[src/source/line_pkg.sv]
package line_pkg;

  // screen coordinates, 1024 x 1024 max
  localparam int COORD_W = 10;
  typedef logic [COORD_W-1:0] coord_t;

  // 8 bits each for r, g, b
  typedef logic [23:0] color_t;

  // address fifo word
  localparam int ADDR_W = 31;
  typedef logic [ADDR_W-1:0] mem_addr_t;

  // write data fifo beat
  localparam int DATA_W = 128;
  typedef logic [DATA_W-1:0] beat_t;

  // byte mask, active low
  // a zero bit lets its byte through
  localparam int MASK_W = 16;
  typedef logic [MASK_W-1:0] byte_mask_t;

  // 32-bit pixels, four per beat, two beats per burst
  localparam int PIX_PER_BEAT = 4;
  localparam int PIX_PER_BURST = 8;

  // frame selector taken from frame base bits 27:22
  localparam int FRAME_SEL_W = 6;
  localparam int FRAME_SEL_LSB = 22;
  typedef logic [FRAME_SEL_W-1:0] frame_sel_t;

  // beat that writes nothing
  localparam byte_mask_t MASK_ALL_OFF = '1;

endpackage

[src/source/line_cmd_if.sv]
`timescale 1ns/1ps

interface line_cmd_if;
  import line_pkg::*;

  // endpoints in screen coordinates
  coord_t x0;
  coord_t y0;
  coord_t x1;
  coord_t y1;
  // one-cycle launch pulse
  logic start;
  // stepper working on a line
  logic busy;

  modport regs (output x0, y0, x1, y1, start, input busy);

  modport stepper (input x0, y0, x1, y1, start, output busy);

endinterface

[src/source/pixel_if.sv]
`timescale 1ns/1ps

interface pixel_if;
  import line_pkg::*;

  // screen position of the current pixel
  coord_t x;
  coord_t y;
  // level, holds x and y until take
  logic valid;
  // pulse when the pixel's last beat is written
  logic take;

  modport source (output x, y, valid, input take);

  modport sink (input x, y, valid, output take);

endinterface

[src/source/bresenham_stepper.sv]
`timescale 1ns/1ps

module bresenham_stepper (
  input  logic     clk,
  input  logic     rst,
  line_cmd_if.stepper cmd,
  pixel_if.source  pix
);
  import line_pkg::*;

  typedef enum logic [1:0] {
    ST_IDLE,
    ST_SETUP,
    ST_RUN
  } state_t;

  state_t state;

  // setup side, combinational
  logic signed [COORD_W:0] dx;
  logic signed [COORD_W:0] dy;
  coord_t abs_dx;
  coord_t abs_dy;
  logic   steep;
  coord_t sx0;
  coord_t sy0;
  coord_t sx1;
  coord_t sy1;
  coord_t major_span;
  coord_t minor_span;
  logic   minor_down;

  // walking state
  logic   steep_q;
  logic   minor_down_q;
  coord_t maj;
  coord_t mnr;
  coord_t maj_end;
  coord_t d_major;
  coord_t d_minor;
  logic signed [COORD_W+1:0] err;
  logic signed [COORD_W+1:0] err_sub;
  logic   last;

  always_comb begin
    dx = $signed({1'b0, cmd.x1}) - $signed({1'b0, cmd.x0});
    dy = $signed({1'b0, cmd.y1}) - $signed({1'b0, cmd.y0});
    abs_dx = dx[COORD_W] ? coord_t'(-dx) : coord_t'(dx);
    abs_dy = dy[COORD_W] ? coord_t'(-dy) : coord_t'(dy);
    steep = abs_dy > abs_dx;
    // steep lines walk along y, so trade axes
    sx0 = steep ? cmd.y0 : cmd.x0;
    sy0 = steep ? cmd.x0 : cmd.y0;
    sx1 = steep ? cmd.y1 : cmd.x1;
    sy1 = steep ? cmd.x1 : cmd.y1;
    // always walk toward increasing major
    if (sx0 > sx1) begin
      sx0 = steep ? cmd.y1 : cmd.x1;
      sy0 = steep ? cmd.x1 : cmd.y1;
      sx1 = steep ? cmd.y0 : cmd.x0;
      sy1 = steep ? cmd.x0 : cmd.y0;
    end
    major_span = sx1 - sx0;
    minor_down = sy1 < sy0;
    minor_span = minor_down ? sy0 - sy1 : sy1 - sy0;
  end

  // error after one major step
  assign err_sub = err - $signed({2'b00, d_minor});
  assign last = (maj == maj_end);

  always_ff @(posedge clk) begin
    if (rst) begin
      state <= ST_IDLE;
    end else begin
      case (state)
        ST_IDLE: begin
          if (cmd.start) begin
            state <= ST_SETUP;
          end
        end
        ST_SETUP: begin
          state <= ST_RUN;
        end
        ST_RUN: begin
          // done once the end pixel is written
          if (pix.take && last) begin
            state <= ST_IDLE;
          end
        end
        default: begin
          state <= ST_IDLE;
        end
      endcase
    end
  end

  always_ff @(posedge clk) begin
    if (state == ST_SETUP) begin
      steep_q <= steep;
      minor_down_q <= minor_down;
      maj <= sx0;
      mnr <= sy0;
      maj_end <= sx1;
      d_major <= major_span;
      d_minor <= minor_span;
      // error starts at half the major span
      err <= $signed({2'b00, major_span >> 1});
    end else if (state == ST_RUN && pix.take && !last) begin
      maj <= maj + 1'b1;
      if (err_sub < 0) begin
        // minor step, then add the span back
        mnr <= minor_down_q ? mnr - 1'b1 : mnr + 1'b1;
        err <= err_sub + $signed({2'b00, d_major});
      end else begin
        err <= err_sub;
      end
    end
  end

  assign cmd.busy = (state != ST_IDLE);
  assign pix.valid = (state == ST_RUN);
  // back to screen axes
  assign pix.x = steep_q ? mnr : maj;
  assign pix.y = steep_q ? maj : mnr;

  // pixel held until the packer takes it
  a_pix_stable: assert property (@(posedge clk) disable iff (rst)
    pix.valid && !pix.take |=> pix.valid && $stable(pix.x) && $stable(pix.y));

endmodule

[src/source/frame_write_packer.sv]
`timescale 1ns/1ps

module frame_write_packer (
  input  logic                  clk,
  input  logic                  rst,
  pixel_if.sink                 pix,
  input  line_pkg::color_t      color,
  input  line_pkg::frame_sel_t  frame_sel,
  input  logic                  af_full,
  input  logic                  wdf_full,
  output line_pkg::mem_addr_t   af_addr_din,
  output logic                  af_wr_en,
  output line_pkg::beat_t       wdf_din,
  output logic                  wdf_wr_en,
  output line_pkg::byte_mask_t  wdf_mask_din
);
  import line_pkg::*;

  // slot of the pixel inside its burst
  logic [$clog2(PIX_PER_BURST)-1:0] slot;
  // second beat of the burst
  logic       beat2;
  // mask for the beat that holds the pixel
  byte_mask_t pix_mask;

  assign slot = pix.x[$clog2(PIX_PER_BURST)-1:0];

  // zeros, frame, row, burst column, two zero bits
  assign af_addr_din = {{(ADDR_W - FRAME_SEL_W - 2 * COORD_W + 1){1'b0}},
                        frame_sel,
                        pix.y,
                        pix.x[COORD_W-1:$clog2(PIX_PER_BURST)],
                        2'b00};

  // color padded to 32 bits in every lane
  assign wdf_din = {PIX_PER_BEAT{{(DATA_W / PIX_PER_BEAT - $bits(color_t)){1'b0}}, color}};

  always_comb begin
    pix_mask = MASK_ALL_OFF;
    // slot 0 sits in the top nibble
    pix_mask[{~slot[1:0], 2'b00} +: 4] = 4'h0;
  end

  // slots 0..3 in beat 1, 4..7 in beat 2
  assign wdf_mask_din = (beat2 == slot[2]) ? pix_mask : MASK_ALL_OFF;

  // beat 1 needs room in both fifos
  assign af_wr_en = pix.valid && !beat2 && !af_full && !wdf_full;
  // beat 2 only touches the data fifo
  assign wdf_wr_en = pix.valid && (beat2 ? !wdf_full : (!af_full && !wdf_full));
  assign pix.take = beat2 && wdf_wr_en;

  always_ff @(posedge clk) begin
    if (rst) begin
      beat2 <= 1'b0;
    end else if (af_wr_en) begin
      beat2 <= 1'b1;
    end else if (pix.take) begin
      beat2 <= 1'b0;
    end
  end

  // stepper keeps the pixel up through its second beat
  a_pix_held_in_burst: assert property (@(posedge clk) disable iff (rst)
    beat2 |-> pix.valid);

endmodule

[src/source/line_engine_top.sv]
`timescale 1ns/1ps

module line_engine_top (
  input  logic                 clk,
  input  logic                 rst,
  // command side
  input  logic [31:0]          color_in,
  input  logic                 color_valid,
  input  logic                 point0_valid,
  input  logic                 point1_valid,
  input  logic                 trigger,
  input  logic [19:0]          point,
  input  logic [31:0]          frame_base,
  output logic                 ready,
  // memory controller fifos
  input  logic                 af_full,
  input  logic                 wdf_full,
  output line_pkg::mem_addr_t  af_addr_din,
  output logic                 af_wr_en,
  output line_pkg::beat_t      wdf_din,
  output logic                 wdf_wr_en,
  output line_pkg::byte_mask_t wdf_mask_din
);
  import line_pkg::*;

  // line-wide settings for the packer
  color_t     color;
  frame_sel_t frame_sel;

  line_cmd_if u_cmd_if ();
  pixel_if    u_pix_if ();

  line_setup_regs u_line_setup_regs (
    .clk          (clk),
    .rst          (rst),
    .color_in     (color_in),
    .color_valid  (color_valid),
    .point0_valid (point0_valid),
    .point1_valid (point1_valid),
    .trigger      (trigger),
    .point        (point),
    .frame_base   (frame_base),
    .ready        (ready),
    .cmd          (u_cmd_if.regs),
    .color        (color),
    .frame_sel    (frame_sel)
  );

  bresenham_stepper u_bresenham_stepper (
    .clk (clk),
    .rst (rst),
    .cmd (u_cmd_if.stepper),
    .pix (u_pix_if.source)
  );

  frame_write_packer u_frame_write_packer (
    .clk          (clk),
    .rst          (rst),
    .pix          (u_pix_if.sink),
    .color        (color),
    .frame_sel    (frame_sel),
    .af_full      (af_full),
    .wdf_full     (wdf_full),
    .af_addr_din  (af_addr_din),
    .af_wr_en     (af_wr_en),
    .wdf_din      (wdf_din),
    .wdf_wr_en    (wdf_wr_en),
    .wdf_mask_din (wdf_mask_din)
  );

endmodule

[src/source/line_setup_regs.sv]
`timescale 1ns/1ps

module line_setup_regs (
  input  logic                  clk,
  input  logic                  rst,
  input  logic [31:0]           color_in,
  input  logic                  color_valid,
  input  logic                  point0_valid,
  input  logic                  point1_valid,
  input  logic                  trigger,
  input  logic [19:0]           point,
  input  logic [31:0]           frame_base,
  output logic                  ready,
  line_cmd_if.regs              cmd,
  output line_pkg::color_t      color,
  output line_pkg::frame_sel_t  frame_sel
);
  import line_pkg::*;

  // shadow copies, loaded any time
  color_t color_hold;
  coord_t hold_x0;
  coord_t hold_y0;
  coord_t hold_x1;
  coord_t hold_y1;
  // set by the first color strobe
  logic   color_held;
  // trigger taken this cycle
  logic   accept;

  // low from the start pulse until the stepper lets go
  assign ready = !cmd.start && !cmd.busy;
  assign accept = trigger && ready && color_held;

  always_ff @(posedge clk) begin
    if (rst) begin
      color_held <= 1'b0;
      cmd.start <= 1'b0;
    end else begin
      if (color_valid) begin
        color_held <= 1'b1;
      end
      // start is high for exactly one cycle
      cmd.start <= accept;
    end
  end

  always_ff @(posedge clk) begin
    // only the rgb bytes are kept
    if (color_valid) begin
      color_hold <= color_in[23:0];
    end
    // upper ten bits x, lower ten bits y
    if (point0_valid) begin
      hold_x0 <= point[19:10];
      hold_y0 <= point[9:0];
    end
    if (point1_valid) begin
      hold_x1 <= point[19:10];
      hold_y1 <= point[9:0];
    end
    // freeze the command for the whole line
    if (accept) begin
      cmd.x0 <= hold_x0;
      cmd.y0 <= hold_y0;
      cmd.x1 <= hold_x1;
      cmd.y1 <= hold_y1;
      color <= color_hold;
      frame_sel <= frame_base[FRAME_SEL_LSB +: FRAME_SEL_W];
    end
  end

  // no new launch while the stepper still holds a line
  a_start_not_busy: assert property (@(posedge clk) disable iff (rst)
    cmd.start |-> !cmd.busy);

endmodule

[config.mk]
export PLATFORM = sky130hd
export DESIGN_NAME = line_engine_top
export DESIGN_NICKNAME = d
export VERILOG_FILES = /design/src/source/line_pkg.sv /design/src/source/line_cmd_if.sv /design/src/source/pixel_if.sv /design/src/source/bresenham_stepper.sv /design/src/source/frame_write_packer.sv /design/src/source/line_engine_top.sv /design/src/source/line_setup_regs.sv
export SDC_FILE = /design/constraint.sdc
export NUM_CORES = 1
export LEC_CHECK = 0
export ABC_AREA = 1
export BUFFER_PORTS_ARGS = -buffer_cell sky130_fd_sc_hd__buf_2
export CAP_MARGIN = 20
export CORE_MARGIN = 2
export CORE_UTILIZATION = 56
export DETAILED_ROUTE_END_ITERATION = 16
export HOLD_SLACK_MARGIN = 0.03
export PLACE_DENSITY = 0.77
export RECOVER_POWER = 25
export SYNTH_ARGS = -nofsm -noshare
export SYNTH_HDL_FRONTEND = slang
export SYNTH_SLANG_ARGS = --single-unit
[constraint.sdc]
create_clock -name clk -period 9.6 [get_ports clk]
set_input_delay 2.4 -clock clk [delete_from_list [all_inputs] [get_ports clk]]
set_output_delay 2.4 -clock clk [all_outputs]
set_load 0.01 [all_outputs]
# Word-level counts from Yosys, hierarchy flattened
# Cells that the tools add are included.
# totals
regBits,203
input_bits,92
out_inout_bits,178
wordCells,106
# op_classes
n_addsub,13
n_lt_le_gt_ge,4
eq_ne,6
shifts,2
n_mux,29
bitwise,3
reduce_logical,25
# ops
cell,count
10-bit two-way mux,19
10-bit subtractor,3
10-bit by 10-bit subtractor with 11-bit output,2
"10-bit by 1-bit adder with 10-bit output, second input constant",2
10-bit greater-than comparator,2
10-bit negator,2
9-bit two-way mux,2
16-bit two-way mux,1
16-bit inverter,1
16-bit OR,1
"4-bit by 6-bit variable shift with 16-bit output, first input constant",1
"4-bit by 6-bit indexed part select with 16-bit output, first input constant",1
12-bit by 11-bit adder with 12-bit output,1
1-bit logical AND,12
"12-bit by 1-bit < comparator with 1-bit output, second input constant",1
12-bit two-way mux,1
12-bit by 11-bit subtractor with 12-bit output,1
10-bit == test,1
10-bit < comparator,1
"10-bit by 1-bit subtractor with 10-bit output, second input constant",1
2-bit nonzero test,4
1-bit logical NOT,6
4-bit negator with 6-bit output,1
2-bit one-hot mux with 3 select lines,1
9 further kinds,14

# Depth between registers and ports, before layout
# Gate-level depths: netlist (run 1).
# logic_depth
ltp_word,9
mapped_depth,59
ltp_nobuf,52

# Hierarchy
# From an unflattened synthesis (run 1), not the netlist that was laid out.
# hier_totals
hier_cells,1489
area_unflattened_um2,13620.6
# by_module_without_submodules
module,instances,cells_each,area_each_um2,seq_area_each_um2
bresenham_stepper,1,1153,8120.3,1931.9
line_setup_regs,1,144,4101.4,4063.9
frame_write_packer,1,192,1398.8,20.0

# Worst setup path after synthesis (run 1)
# Ideal clock, no wire load.
# synth_path
path_type,flip-flop to flip-flop
from,register u_line_setup_regs.cmd.y0[0]
to,"register u_bresenham_stepper.d_minor[8], data pin"
setup_time_ps,270
arrival_time_ps,7885
required_time_ps,9330
path_slack_ps,1445
path_stages_with_launch,55
path_buffers,9
period_less_slack_ps,8155
cell_sequence,edfxtp_1 ha_1 fa_1 inv_1 a21oi_1 o21bai_1 nand3_1 nand2_1 a21oi_1 o21ai_0 xor2_1 o31ai_1 xor2_1 inv_1 ha_1 nand2_2 inv_1 a21oi_2 [... 19 more ...] buf_2 buf_2 nand2_1 o21ai_0 ha_1 a21oi_1 inv_1 a21oi_1 o21a_1 inv_1 a21oi_1 inv_1 a21oi_1 clkbuf_1 nand2_1 o21ai_0 o32ai_1 xor2_1
# synth_between
elab_chain_len,9
elab_cells_between_ends,15
classes_between,add/sub (4); order compare (3); mux (8)
# synth_lines
item,line_no,source
start: declaration,line_cmd_if.sv:16,"modport regs (output x0, y0, x1, y1, start, input busy);"
start signal: assignment,line_setup_regs.sv:65,cmd.y0 <= hold_y0;
10-bit by 10-bit subtractor with 11-bit output,bresenham_stepper.sv:47,"dy = $signed({1'b0, cmd.y1}) - $signed({1'b0, cmd.y0});"
10-bit negator,bresenham_stepper.sv:49,abs_dy = dy[COORD_W] ? coord_t'(-dy) : coord_t'(dy);
10-bit two-way mux,bresenham_stepper.sv:49,
10-bit greater-than comparator,bresenham_stepper.sv:50,steep = abs_dy > abs_dx;
"10-bit two-way mux, on equally long branches","bresenham_stepper.sv:52, bresenham_stepper.sv:54",
10-bit greater-than comparator,bresenham_stepper.sv:57,if (sx0 > sx1) begin
10-bit two-way mux,bresenham_stepper.sv:57,
10-bit < comparator *,bresenham_stepper.sv:64,minor_down = sy1 < sy0;
via u_bresenham_stepper.minor_down,bresenham_stepper.sv:31,logic minor_down;
10-bit two-way mux *,bresenham_stepper.sv:65,minor_span = minor_down ? sy0 - sy1 : sy1 - sy0;
via u_bresenham_stepper.minor_span[8],bresenham_stepper.sv:30,coord_t minor_span;
end signal: assignment,bresenham_stepper.sv:106,d_minor <= minor_span;
end: declaration,bresenham_stepper.sv:40,coord_t d_minor;
# The timed path passes the listed nets; every way through them passes the cells marked *.
# A chain may end at the register's enable or synchronous reset.

# Worst setup path after layout (run 1)
# layout_path
from,register u_line_setup_regs.cmd.y0[0]
to,"register u_bresenham_stepper.d_minor[8], data pin"
# layout_between
elab_chain_len,9
elab_cells_between_ends,15
classes_between,add/sub (4); order compare (3); mux (8)
# layout_lines
item,line_no
10-bit by 10-bit subtractor with 11-bit output,bresenham_stepper.sv:47
10-bit negator,bresenham_stepper.sv:49
10-bit two-way mux,bresenham_stepper.sv:49
10-bit greater-than comparator,bresenham_stepper.sv:50
"10-bit two-way mux, on equally long branches","bresenham_stepper.sv:52, bresenham_stepper.sv:54"
10-bit greater-than comparator,bresenham_stepper.sv:57
10-bit two-way mux,bresenham_stepper.sv:57
10-bit subtractor or 10-bit < comparator (tied branches),"bresenham_stepper.sv:65, bresenham_stepper.sv:64"
10-bit two-way mux *,bresenham_stepper.sv:65
via u_bresenham_stepper.minor_span[8],bresenham_stepper.sv:30
# Marks and branches as above.

==> impl_metrics.prom, run 1 <==
# TYPE chip_impl_metric gauge
chip_impl_metric{name="grt_pass1_wl",unit="mm"} 43.8
chip_impl_metric{name="synthSimpleGateAreaFrac",unit=""} 0.153
chip_impl_info{name="violations",value="capacitance limit, slew limit"} 1
chip_impl_info{name="outcome",value="finished, violations left"} 1
chip_impl_info{name="hold_class",value="reg -> reg"} 1
chip_impl_metric{name="synth_adder_area_share",unit=""} 0.0941
chip_impl_info{name="crit_start",value="u_line_setup_regs.cmd.y0[0]"} 1
chip_impl_metric{name="reg2reg_slack",unit="ns"} 0.81
chip_impl_info{name="synth_top_flop_cell",value="sky130_fd_sc_hd__edfxtp_1"} 1
chip_impl_metric{name="fin_hold_ws",unit="ns"} 0.409
chip_impl_metric{name="worst_skew_pair.late_latency",unit="ns"} 0.51
chip_impl_info{name="cp-end-kind",value="flip-flop"} 1
chip_impl_metric{name="crit_arrival",unit="ns"} 9.03
chip_impl_metric{name="row_count",unit=""} 56
chip_impl_metric{name="yosysTopAreaCellShare",unit=""} 0.444
chip_impl_info{name="critical-path-slowest-cell",value="sky130_fd_sc_hd__edfxtp_1"} 1
chip_impl_info{name="critPathLaunchType",value="flip-flop"} 1
chip_impl_info{name="dominant_combinational_cell_family_by_area_after_synthesis",value="simple AND/OR/NAND/NOR gates"} 1
chip_impl_metric{name="post_drt_via_cell_ratio",unit=""} 5.02
chip_impl_metric{name="met3_wirelength",unit="mm"} 1.49
chip_impl_metric{name="cellPowerDensity",unit="nW/um^2"} 376
chip_impl_metric{name="gp_congestion",unit=""} 0.919
chip_impl_metric{name="route.antenna.remaining_nets",unit=""} 0
chip_impl_metric{name="synth-xor-area-share",unit=""} 0.0463
chip_impl_metric{name="grt_antenna_before_repair",unit=""} 0
chip_impl_metric{name="unique_cell_type_count_in_the_yosys_netlist",unit=""} 51
chip_impl_info{name="tritoncts",value="done"} 1
chip_impl_metric{name="fraction_of_the_mapped_netlist_area_in_compound_gates",unit=""} 0.105
chip_impl_info{name="synth_area_leader_cell",value="sky130_fd_sc_hd__edfxtp_1"} 1
chip_impl_metric{name="power_leakage",unit="nW"} 6.81
chip_impl_metric{name="numClockSinks",unit=""} 203
chip_impl_metric{name="post-route-min-period",unit="ns"} 8.79
chip_impl_metric{name="area_growth",unit="%"} 9.61
chip_impl_info{name="synth_most_common_cell",value="sky130_fd_sc_hd__nand2_1"} 1
chip_impl_metric{name="place.detailed.hpwl",unit="mm"} 21.8
chip_impl_metric{name="timing.clock.skew",unit="ns"} 0.0153
chip_impl_metric{name="num-nets-final",unit=""} 1770
chip_impl_info{name="synth.top_cells.by_area",value="sky130_fd_sc_hd__edfxtp_1, sky130_fd_sc_hd__ha_1, sky130_fd_sc_hd__nand2_1, sky130_fd_sc_hd__buf_4, sky130_fd_sc_hd__inv_1"} 1
chip_impl_metric{name="fin_crit_sh",unit=""} 0.915
chip_impl_metric{name="drcViolationCount",unit=""} 0
chip_impl_metric{name="fp.dieW",unit="um"} 157
chip_impl_metric{name="worst_setup_hold_path_clk_slew",unit="ns"} 0.06
chip_impl_metric{name="dp_slack",unit="ns"} 0.440
chip_impl_metric{name="numCtsBuffers",unit=""} 21
chip_impl_metric{name="core",unit="um^2"} 23300
chip_impl_metric{name="final.setup.tns",unit="ns"} 0
chip_impl_metric{name="cts-htree-levels",unit=""} 1
chip_impl_metric{name="cp_num_cells",unit=""} 44
chip_impl_metric{name="irDropWorstVdd",unit="mV"} 0.245
chip_impl_metric{name="relSlewSlack",unit=""} -0.720
chip_impl_info{name="worst_r2r_startpoint",value="u_line_setup_regs.cmd.y0[0]"} 1
chip_impl_metric{name="number_of_detailed_route_iterations_in_the_first_pass",unit=""} 5
chip_impl_metric{name="syn_area",unit="um^2"} 13200
chip_impl_metric{name="synth.yosys.warnings",unit=""} 0
chip_impl_metric{name="maximum_buffer_depth_of_the_clock_tree",unit=""} 3
chip_impl_metric{name="cts-hold-fix-buffers",unit=""} 0
chip_impl_metric{name="drt_iter0_markers",unit=""} 632
chip_impl_metric{name="grt_start_max_net_pins",unit=""} 68
chip_impl_info{name="dr.max_layer_used",value="met4"} 1
chip_impl_info{name="root_buffer_cell",value="sky130_fd_sc_hd__clkbuf_16"} 1
chip_impl_metric{name="finalWirelength",unit="mm"} 27.6
chip_impl_metric{name="final_cell_count_no_fill",unit=""} 1915
chip_impl_metric{name="wl_met2",unit="mm"} 13.6
chip_impl_metric{name="worstPathMaxFanout",unit=""} 45
chip_impl_metric{name="n_antenna_cell",unit=""} 0
chip_impl_metric{name="fin_total_pwr",unit="W"} 0.00543
chip_impl_metric{name="number_of_setup_violations_in_the_final_report",unit=""} 0
chip_impl_info{name="ys_top_cells_by_count",value="sky130_fd_sc_hd__nand2_1, sky130_fd_sc_hd__inv_1, sky130_fd_sc_hd__edfxtp_1"} 1
chip_impl_metric{name="dp.cells",unit=""} 1879
chip_impl_metric{name="final-hold-violation-count",unit=""} 0
chip_impl_metric{name="max_cap_violations",unit=""} 1
chip_impl_metric{name="met1Wirelength",unit="mm"} 11.7
chip_impl_metric{name="cpPeakStageDelay",unit="ns"} 0.44
chip_impl_metric{name="ff_latch_count_synth",unit=""} 203
chip_impl_metric{name="final_worst_setup_slack",unit="ns"} 0.811
chip_impl_metric{name="syn_avg_cell_area",unit="um^2"} 9.04
chip_impl_metric{name="placement.io_buffers",unit=""} 195
chip_impl_metric{name="via_count_of_the_first_global_routing_pass",unit=""} 8973
chip_impl_info{name="critical_path.endpoint",value="u_bresenham_stepper.d_minor[8]"} 1
chip_impl_metric{name="pin_count",unit=""} 270
chip_impl_metric{name="postSynth.asyncResetShare",unit=""} 0
chip_impl_metric{name="detail_route.wl_per_cell",unit="um"} 14.4
chip_impl_metric{name="overflow",unit=""} 0
chip_impl_metric{name="muxShareOfSynthArea",unit=""} 0.000759
chip_impl_metric{name="fmax",unit="MHz"} 114
chip_impl_info{name="reg2reg_to",value="u_bresenham_stepper.d_minor[8]"} 1
chip_impl_metric{name="critical_path_buf_inv_count",unit=""} 10
chip_impl_metric{name="timing_max_transition_violations_final",unit=""} 55
chip_impl_metric{name="ff2ff_path_depth",unit=""} 44
chip_impl_metric{name="worst-endpoint-required",unit="ns"} 9.84
chip_impl_metric{name="drive_above_1_share",unit=""} 0.187
chip_impl_metric{name="synth_enable_flop_cells",unit=""} 195
chip_impl_metric{name="worst_slew_pin_tran",unit="ns"} 2.58
chip_impl_metric{name="initial_utilization",unit=""} 0.567
chip_impl_metric{name="dieArea",unit="um^2"} 24800
chip_impl_metric{name="sequential_element_share_of_the_synthesized_area",unit=""} 0.456
chip_impl_metric{name="die-height",unit="um"} 157
chip_impl_metric{name="grt_usage",unit=""} 0.223
chip_impl_metric{name="routed-via-count",unit=""} 9614
chip_impl_info{name="unrepaired_setup_endpoints_after_global_routing",value="no"} 1
chip_impl_info{name="critPathTopFamily",value="compound AO/OA/AOI/OAI gates"} 1
chip_impl_metric{name="postSynthCellCount",unit=""} 1459
chip_impl_info{name="critical_path_class",value="reg -> reg"} 1
cell usage in the layout, fill, tap and decap left out, types with 3 or more instances in the layout:
master                      synthesis  final
sky130_fd_sc_hd__inv_2              3      3
sky130_fd_sc_hd__buf_4            125     19
sky130_fd_sc_hd__o21ai_0          123    123
sky130_fd_sc_hd__dfxtp_1            8      8
sky130_fd_sc_hd__conb_1             1     40
sky130_fd_sc_hd__o211ai_1           8      8
sky130_fd_sc_hd__fa_1               7      7
sky130_fd_sc_hd__inv_1            217    217
sky130_fd_sc_hd__o21ai_2            5      5
sky130_fd_sc_hd__or2_2              8      8
sky130_fd_sc_hd__nor2_4             2      3
sky130_fd_sc_hd__a21oi_1           71     70
sky130_fd_sc_hd__clkinv_2           0      6
sky130_fd_sc_hd__and2_1             5      5
sky130_fd_sc_hd__o21bai_1           9      9
sky130_fd_sc_hd__nand4_1            4      4
sky130_fd_sc_hd__nand3_1           58     58
sky130_fd_sc_hd__edfxtp_1         195    195
sky130_fd_sc_hd__o21a_1             3      3
sky130_fd_sc_hd__nand3_2            3      3
sky130_fd_sc_hd__ha_1              88     88
sky130_fd_sc_hd__a21o_1             3      3
sky130_fd_sc_hd__a31oi_1            3      3
sky130_fd_sc_hd__clkbuf_16          0     21
sky130_fd_sc_hd__nor2_1            64     63
sky130_fd_sc_hd__o21ai_1            8      8
sky130_fd_sc_hd__a21oi_2            6      7
sky130_fd_sc_hd__nand3b_1           5      5
sky130_fd_sc_hd__clkbuf_1          20      3
sky130_fd_sc_hd__xnor2_1           16     16
sky130_fd_sc_hd__nor3_1             7      6
sky130_fd_sc_hd__buf_2              3    194
sky130_fd_sc_hd__o31ai_1            3      3
sky130_fd_sc_hd__nand2_1          288    288
sky130_fd_sc_hd__xor2_1            50     50
sky130_fd_sc_hd__clkinv_1           1      3
sky130_fd_sc_hd__nand2_2           14     13
report_power, final:
group	switching (W)	internal, W	leakage [nW]
Combinational	0.00221	0.00123	4.60
Sequential	0.0000264	0.00120	1.89
Clock	0.000331	0.000430	0.318
metrics by stage:
step / cell area [um^2] / utilization
6_report: 14500 / 0.622
3_5_place_dp: 13800 / 0.593
3_3_place_gp: 13800 / 0.593
5_1_grt: 14500 / 0.622
2_1_floorplan: 13300 / -
4_1_cts: 14400 / 0.621
timing repair:
item / 4_1_cts / 5_1_grt
resized for setup: 0 / 4
setup buffers: 0 / 0
setup endpoints to repair: 0 / 9
worst min-delay path by stage:
stage / startpoint / endpoint / slack, ns / cells after the start
5_1_grt: u_line_setup_regs.hold_x0[0] / u_line_setup_regs.cmd.x0[0] / 0.42 / 0
6_report: u_line_setup_regs.hold_y1[1] / u_line_setup_regs.cmd.y1[1] / 0.41 / 0
2_1_floorplan: u_line_setup_regs.hold_x0[0] / u_line_setup_regs.cmd.x0[0] / 0.40 / 0
4_1_cts: u_line_setup_regs.hold_y1[1] / u_line_setup_regs.cmd.y1[1] / 0.41 / 0
3_3_place_gp: u_line_setup_regs.color_hold[0] / u_line_setup_regs.color[0] / 0.40 / 0
3_5_place_dp: u_line_setup_regs.hold_x1[6] / u_line_setup_regs.cmd.x1[6] / 0.40 / 0
sequential cells by signal (all words and copies together) (netlist names), 2 cells and up:
register / cells
u_line_setup_regs.hold_y1: 10
u_bresenham_stepper.mnr: 10
u_line_setup_regs.color: 24
u_line_setup_regs.cmd.y1: 10
u_bresenham_stepper.d_minor: 10
u_line_setup_regs.cmd.y0: 10
u_line_setup_regs.hold_y0: 10
u_line_setup_regs.color_hold: 24
u_bresenham_stepper.err: 12
u_line_setup_regs.hold_x0: 10
u_bresenham_stepper.d_major: 10
u_line_setup_regs.cmd.x0: 10
u_line_setup_regs.hold_x1: 10
u_bresenham_stepper.state: 2
u_bresenham_stepper.maj: 10
u_bresenham_stepper.maj_end: 10
u_line_setup_regs.cmd.x1: 10
u_line_setup_regs.frame_sel: 6
layer usage:
| metal | vias up | global-route usage |
|---|---|---|
| li1 | 4900 | - |
| met4 | 0 | 0.0688 |
| met5 | - | 0 |
| met3 | 56 | 0.0317 |
| met1 | 4384 | 0.287 |
| met2 | 274 | 0.392 |
layout make-up:
type                    count  area [um^2]
inverters                 221          830
clock buffers              22          529
fillers                  1937         8800
clock inverters            14          110
multi-input cells         921         5450
repair buffers            215         1120
well taps                 319          399
flip-flops and latches    203         6020
logic make-up after synthesis:
group	Yosys count
compound gates	250
xor+xnor	68
fa+ha+maj	95
buf+inv	374
flops	203
mux	1
other cells	1
simple gates	467
No activity file was read; power rests on OpenSTA's default activity.
==> inputs of run 2 (changes only) <==
==> constraint.sdc (replaced) <==
create_clock -name clk -period 9.6 [get_ports clk]
set_input_delay 1.44 -clock clk [delete_from_list [all_inputs] [get_ports clk]]
set_output_delay 1.44 -clock clk [all_outputs]
set_load 0.01 [all_outputs]
==> run 2 against run 1 <==
Net effect: the flow now finishes without violations; sequential power about the same; clock skew increased by 0.012 ns; global-route usage decreased by 0.19 points; worst hold slack about the same; via count increased by 0.87%; first-iteration DRC count increased by 3.0%; sequential share of layout area about the same; total power increased by 1.3%; non-clock buffer count decreased by 1; setup slack got worse by 0.0025 ns; critical path depth unchanged; critical path type unchanged.
==> impl_metrics.prom, run 2 (same netlist as run 1, synthesis figures left out) <==
# TYPE chip_impl_metric gauge
chip_impl_info{name="outcome",value="finished, final reports clean"} 1
chip_impl_metric{name="cellPowerDensity",unit="nW/um^2"} 380
chip_impl_metric{name="worst_slew_pin_tran",unit="ns"} 0.966
chip_impl_metric{name="grt_start_max_net_pins",unit=""} 71
chip_impl_metric{name="pwr-share-clk",unit=""} 0.136
chip_impl_metric{name="drive_above_1_share",unit=""} 0.179
chip_impl_metric{name="seqCellArea",unit="um^2"} 6020
chip_impl_metric{name="cts-htree-levels",unit=""} 1
chip_impl_metric{name="dp.cells",unit=""} 1878
chip_impl_metric{name="final.setup.tns",unit="ns"} 0
chip_impl_metric{name="seq_power_share",unit=""} 0.223
chip_impl_metric{name="fmax",unit="MHz"} 114
chip_impl_metric{name="final-hold-violation-count",unit=""} 0
chip_impl_metric{name="fin_crit_sh",unit=""} 0.916
chip_impl_metric{name="routed-via-count",unit=""} 9698
chip_impl_metric{name="max_cap_violations",unit=""} 0
chip_impl_metric{name="timing_max_transition_violations_final",unit=""} 0
chip_impl_metric{name="row_count",unit=""} 56
chip_impl_info{name="layout.cells.most_common",value="sky130_fd_sc_hd__nand2_1"} 1
chip_impl_info{name="tritoncts",value="done"} 1
chip_impl_metric{name="area_growth",unit="%"} 9.69
chip_impl_metric{name="power_leakage",unit="nW"} 6.79
chip_impl_metric{name="overflow",unit=""} 0
chip_impl_metric{name="detail_route.wl_per_cell",unit="um"} 14.6
chip_impl_metric{name="multi_input_area",unit="um^2"} 5490
chip_impl_metric{name="internal_power",unit="W"} 0.00287
chip_impl_metric{name="drcViolationCount",unit=""} 0
chip_impl_metric{name="grt_pass1_wl",unit="mm"} 43.4
chip_impl_metric{name="irDropWorstVdd",unit="mV"} 0.208
chip_impl_metric{name="post-route-min-period",unit="ns"} 8.79
chip_impl_metric{name="crit_arrival",unit="ns"} 9.01
chip_impl_metric{name="numCtsBuffers",unit=""} 21
chip_impl_info{name="root_buffer_cell",value="sky130_fd_sc_hd__clkbuf_16"} 1
chip_impl_metric{name="initial_utilization",unit=""} 0.567
chip_impl_metric{name="dp_slack",unit="ns"} 0.415
chip_impl_metric{name="number_of_detailed_route_iterations_in_the_first_pass",unit=""} 6
chip_impl_metric{name="worstPathMaxFanout",unit=""} 23
chip_impl_metric{name="num-nets-final",unit=""} 1771
chip_impl_metric{name="maximum_buffer_depth_of_the_clock_tree",unit=""} 3
chip_impl_metric{name="n_antenna_cell",unit=""} 0
chip_impl_info{name="layout.cells.most_common_list",value="sky130_fd_sc_hd__nand2_1, sky130_fd_sc_hd__inv_1, sky130_fd_sc_hd__edfxtp_1"} 1
chip_impl_metric{name="timing.clock.skew",unit="ns"} 0.0278
chip_impl_metric{name="numClockSinks",unit=""} 203
chip_impl_metric{name="grt_antenna_before_repair",unit=""} 0
chip_impl_metric{name="drt_iter0_markers",unit=""} 651
chip_impl_metric{name="final_worst_setup_slack",unit="ns"} 0.809
chip_impl_metric{name="gp_congestion",unit=""} 0.936
chip_impl_metric{name="p_sw",unit="W"} 0.00263
chip_impl_metric{name="cpPeakStageDelay",unit="ns"} 0.45
chip_impl_metric{name="pin_count",unit=""} 270
chip_impl_metric{name="route.antenna.remaining_nets",unit=""} 0
chip_impl_info{name="critical_path_class",value="reg -> reg"} 1
chip_impl_info{name="top_regs",value="u_line_setup_regs.color (24), u_line_setup_regs.color_hold (24), u_bresenham_stepper.err (12)"} 1
chip_impl_metric{name="die-height",unit="um"} 157
chip_impl_info{name="hold_class",value="reg -> reg"} 1
chip_impl_info{name="unrepaired_setup_endpoints_after_global_routing",value="no"} 1
chip_impl_metric{name="core",unit="um^2"} 23300
chip_impl_metric{name="final.fill_count",unit=""} 1979
chip_impl_metric{name="worst-endpoint-required",unit="ns"} 9.82
chip_impl_metric{name="dieArea",unit="um^2"} 24800
chip_impl_metric{name="final_cell_count_no_fill",unit=""} 1917
chip_impl_metric{name="via_count_of_the_first_global_routing_pass",unit=""} 9057
chip_impl_metric{name="combinationalPowerShare",unit=""} 0.641
chip_impl_metric{name="post_drt_via_cell_ratio",unit=""} 5.06
chip_impl_metric{name="worst_skew_pair.late_latency",unit="ns"} 0.51
chip_impl_metric{name="relSlewSlack",unit=""} 0.354
chip_impl_info{name="critical-path-slowest-cell",value="sky130_fd_sc_hd__edfxtp_1"} 1
chip_impl_metric{name="p_sw_frac",unit=""} 0.479
chip_impl_metric{name="place.detailed.hpwl",unit="mm"} 21.8
chip_impl_metric{name="finalWirelength",unit="mm"} 28.0
chip_impl_info{name="critPathLaunchType",value="flip-flop"} 1
chip_impl_metric{name="number_of_setup_violations_in_the_final_report",unit=""} 0
chip_impl_metric{name="placement.io_buffers",unit=""} 195
chip_impl_metric{name="worst_setup_hold_path_clk_slew",unit="ns"} 0.07
chip_impl_info{name="cp-end-kind",value="flip-flop"} 1
chip_impl_metric{name="fp.dieW",unit="um"} 157
chip_impl_metric{name="grt_usage",unit=""} 0.222
run 2: worst max-delay path: cells and delay by family (launching register included):
family,cells,cell delay (ns)
AO/OA/AOI/OAI,14,2.80
XOR/XNOR,3,0.42
adder cells (fa/ha/maj),5,1.77
buffers and inverters,10,1.24
flip-flops,1,0.45
AND/OR/NAND/NOR,12,1.80
run 2: what timing repair did:
| action | 4_1_cts | 5_1_grt |
|---|---|---|
| hold buffers | 0 | 0 |
| buffers inserted | 0 | 0 |
| setup endpoints to repair | 0 | 10 |
| resized for setup | 0 | 6 |
run 2: power groups by stage:
stage | logic [W] | clock network [W] | registers (W)
final | 0.00353 | 0.000750 | 0.00123
after global routing | 0.00395 | 0.000797 | 0.00123
after floorplan | 0.00257 | 0 | 0.00124
after global placement | 0.00333 | 0 | 0.00124
after CTS | 0.00344 | 0.000767 | 0.00123
after detailed placement | 0.00342 | 0 | 0.00124
run 2: metrics by stage:
step,hold WS [ns],util,power [W],cell area (um^2)
3_5_place_dp,0.405,0.593,0.00466,13800
3_3_place_gp,0.401,0.593,0.00457,13800
5_1_grt,0.415,0.622,0.00598,14500
4_1_cts,0.411,0.620,0.00543,14400
2_1_floorplan,0.400,-,0.00381,13300
6_report,0.409,0.622,0.00550,14500
run 2: path summary, 6_finish.rpt:
kind,to,slack [ns],cells past startpoint,start
worst max register to register,u_bresenham_stepper.d_minor[8],0.81,44,u_line_setup_regs.cmd.y0[0]
worst min-delay path,u_line_setup_regs.color[15],0.41,0,u_line_setup_regs.color_hold[15]
worst min register to register,u_line_setup_regs.color[15],0.41,0,u_line_setup_regs.color_hold[15]
worst max-delay path,u_bresenham_stepper.d_minor[8],0.81,44,u_line_setup_regs.cmd.y0[0]
run 2: routing by layer:
layer | share of wire | up-vias | GRT usage
li1 | - | 4895 | -
met1 | 0.42 | 4461 | 0.285
met2 | 0.49 | 275 | 0.381
met3 | 0.054 | 67 | 0.0289
met4 | 0.038 | 0 | 0.0861
met5 | 0 | - | 0
run 2: final cells by class:
class,count,share of cell area
sequential,203,0.416
clock buffer,23,0.0368
tap,319,0.0276
timing repair buffer,214,0.0761
multi-input combinational,923,0.380
clock inverter,14,0.00683
inverter,221,0.0573
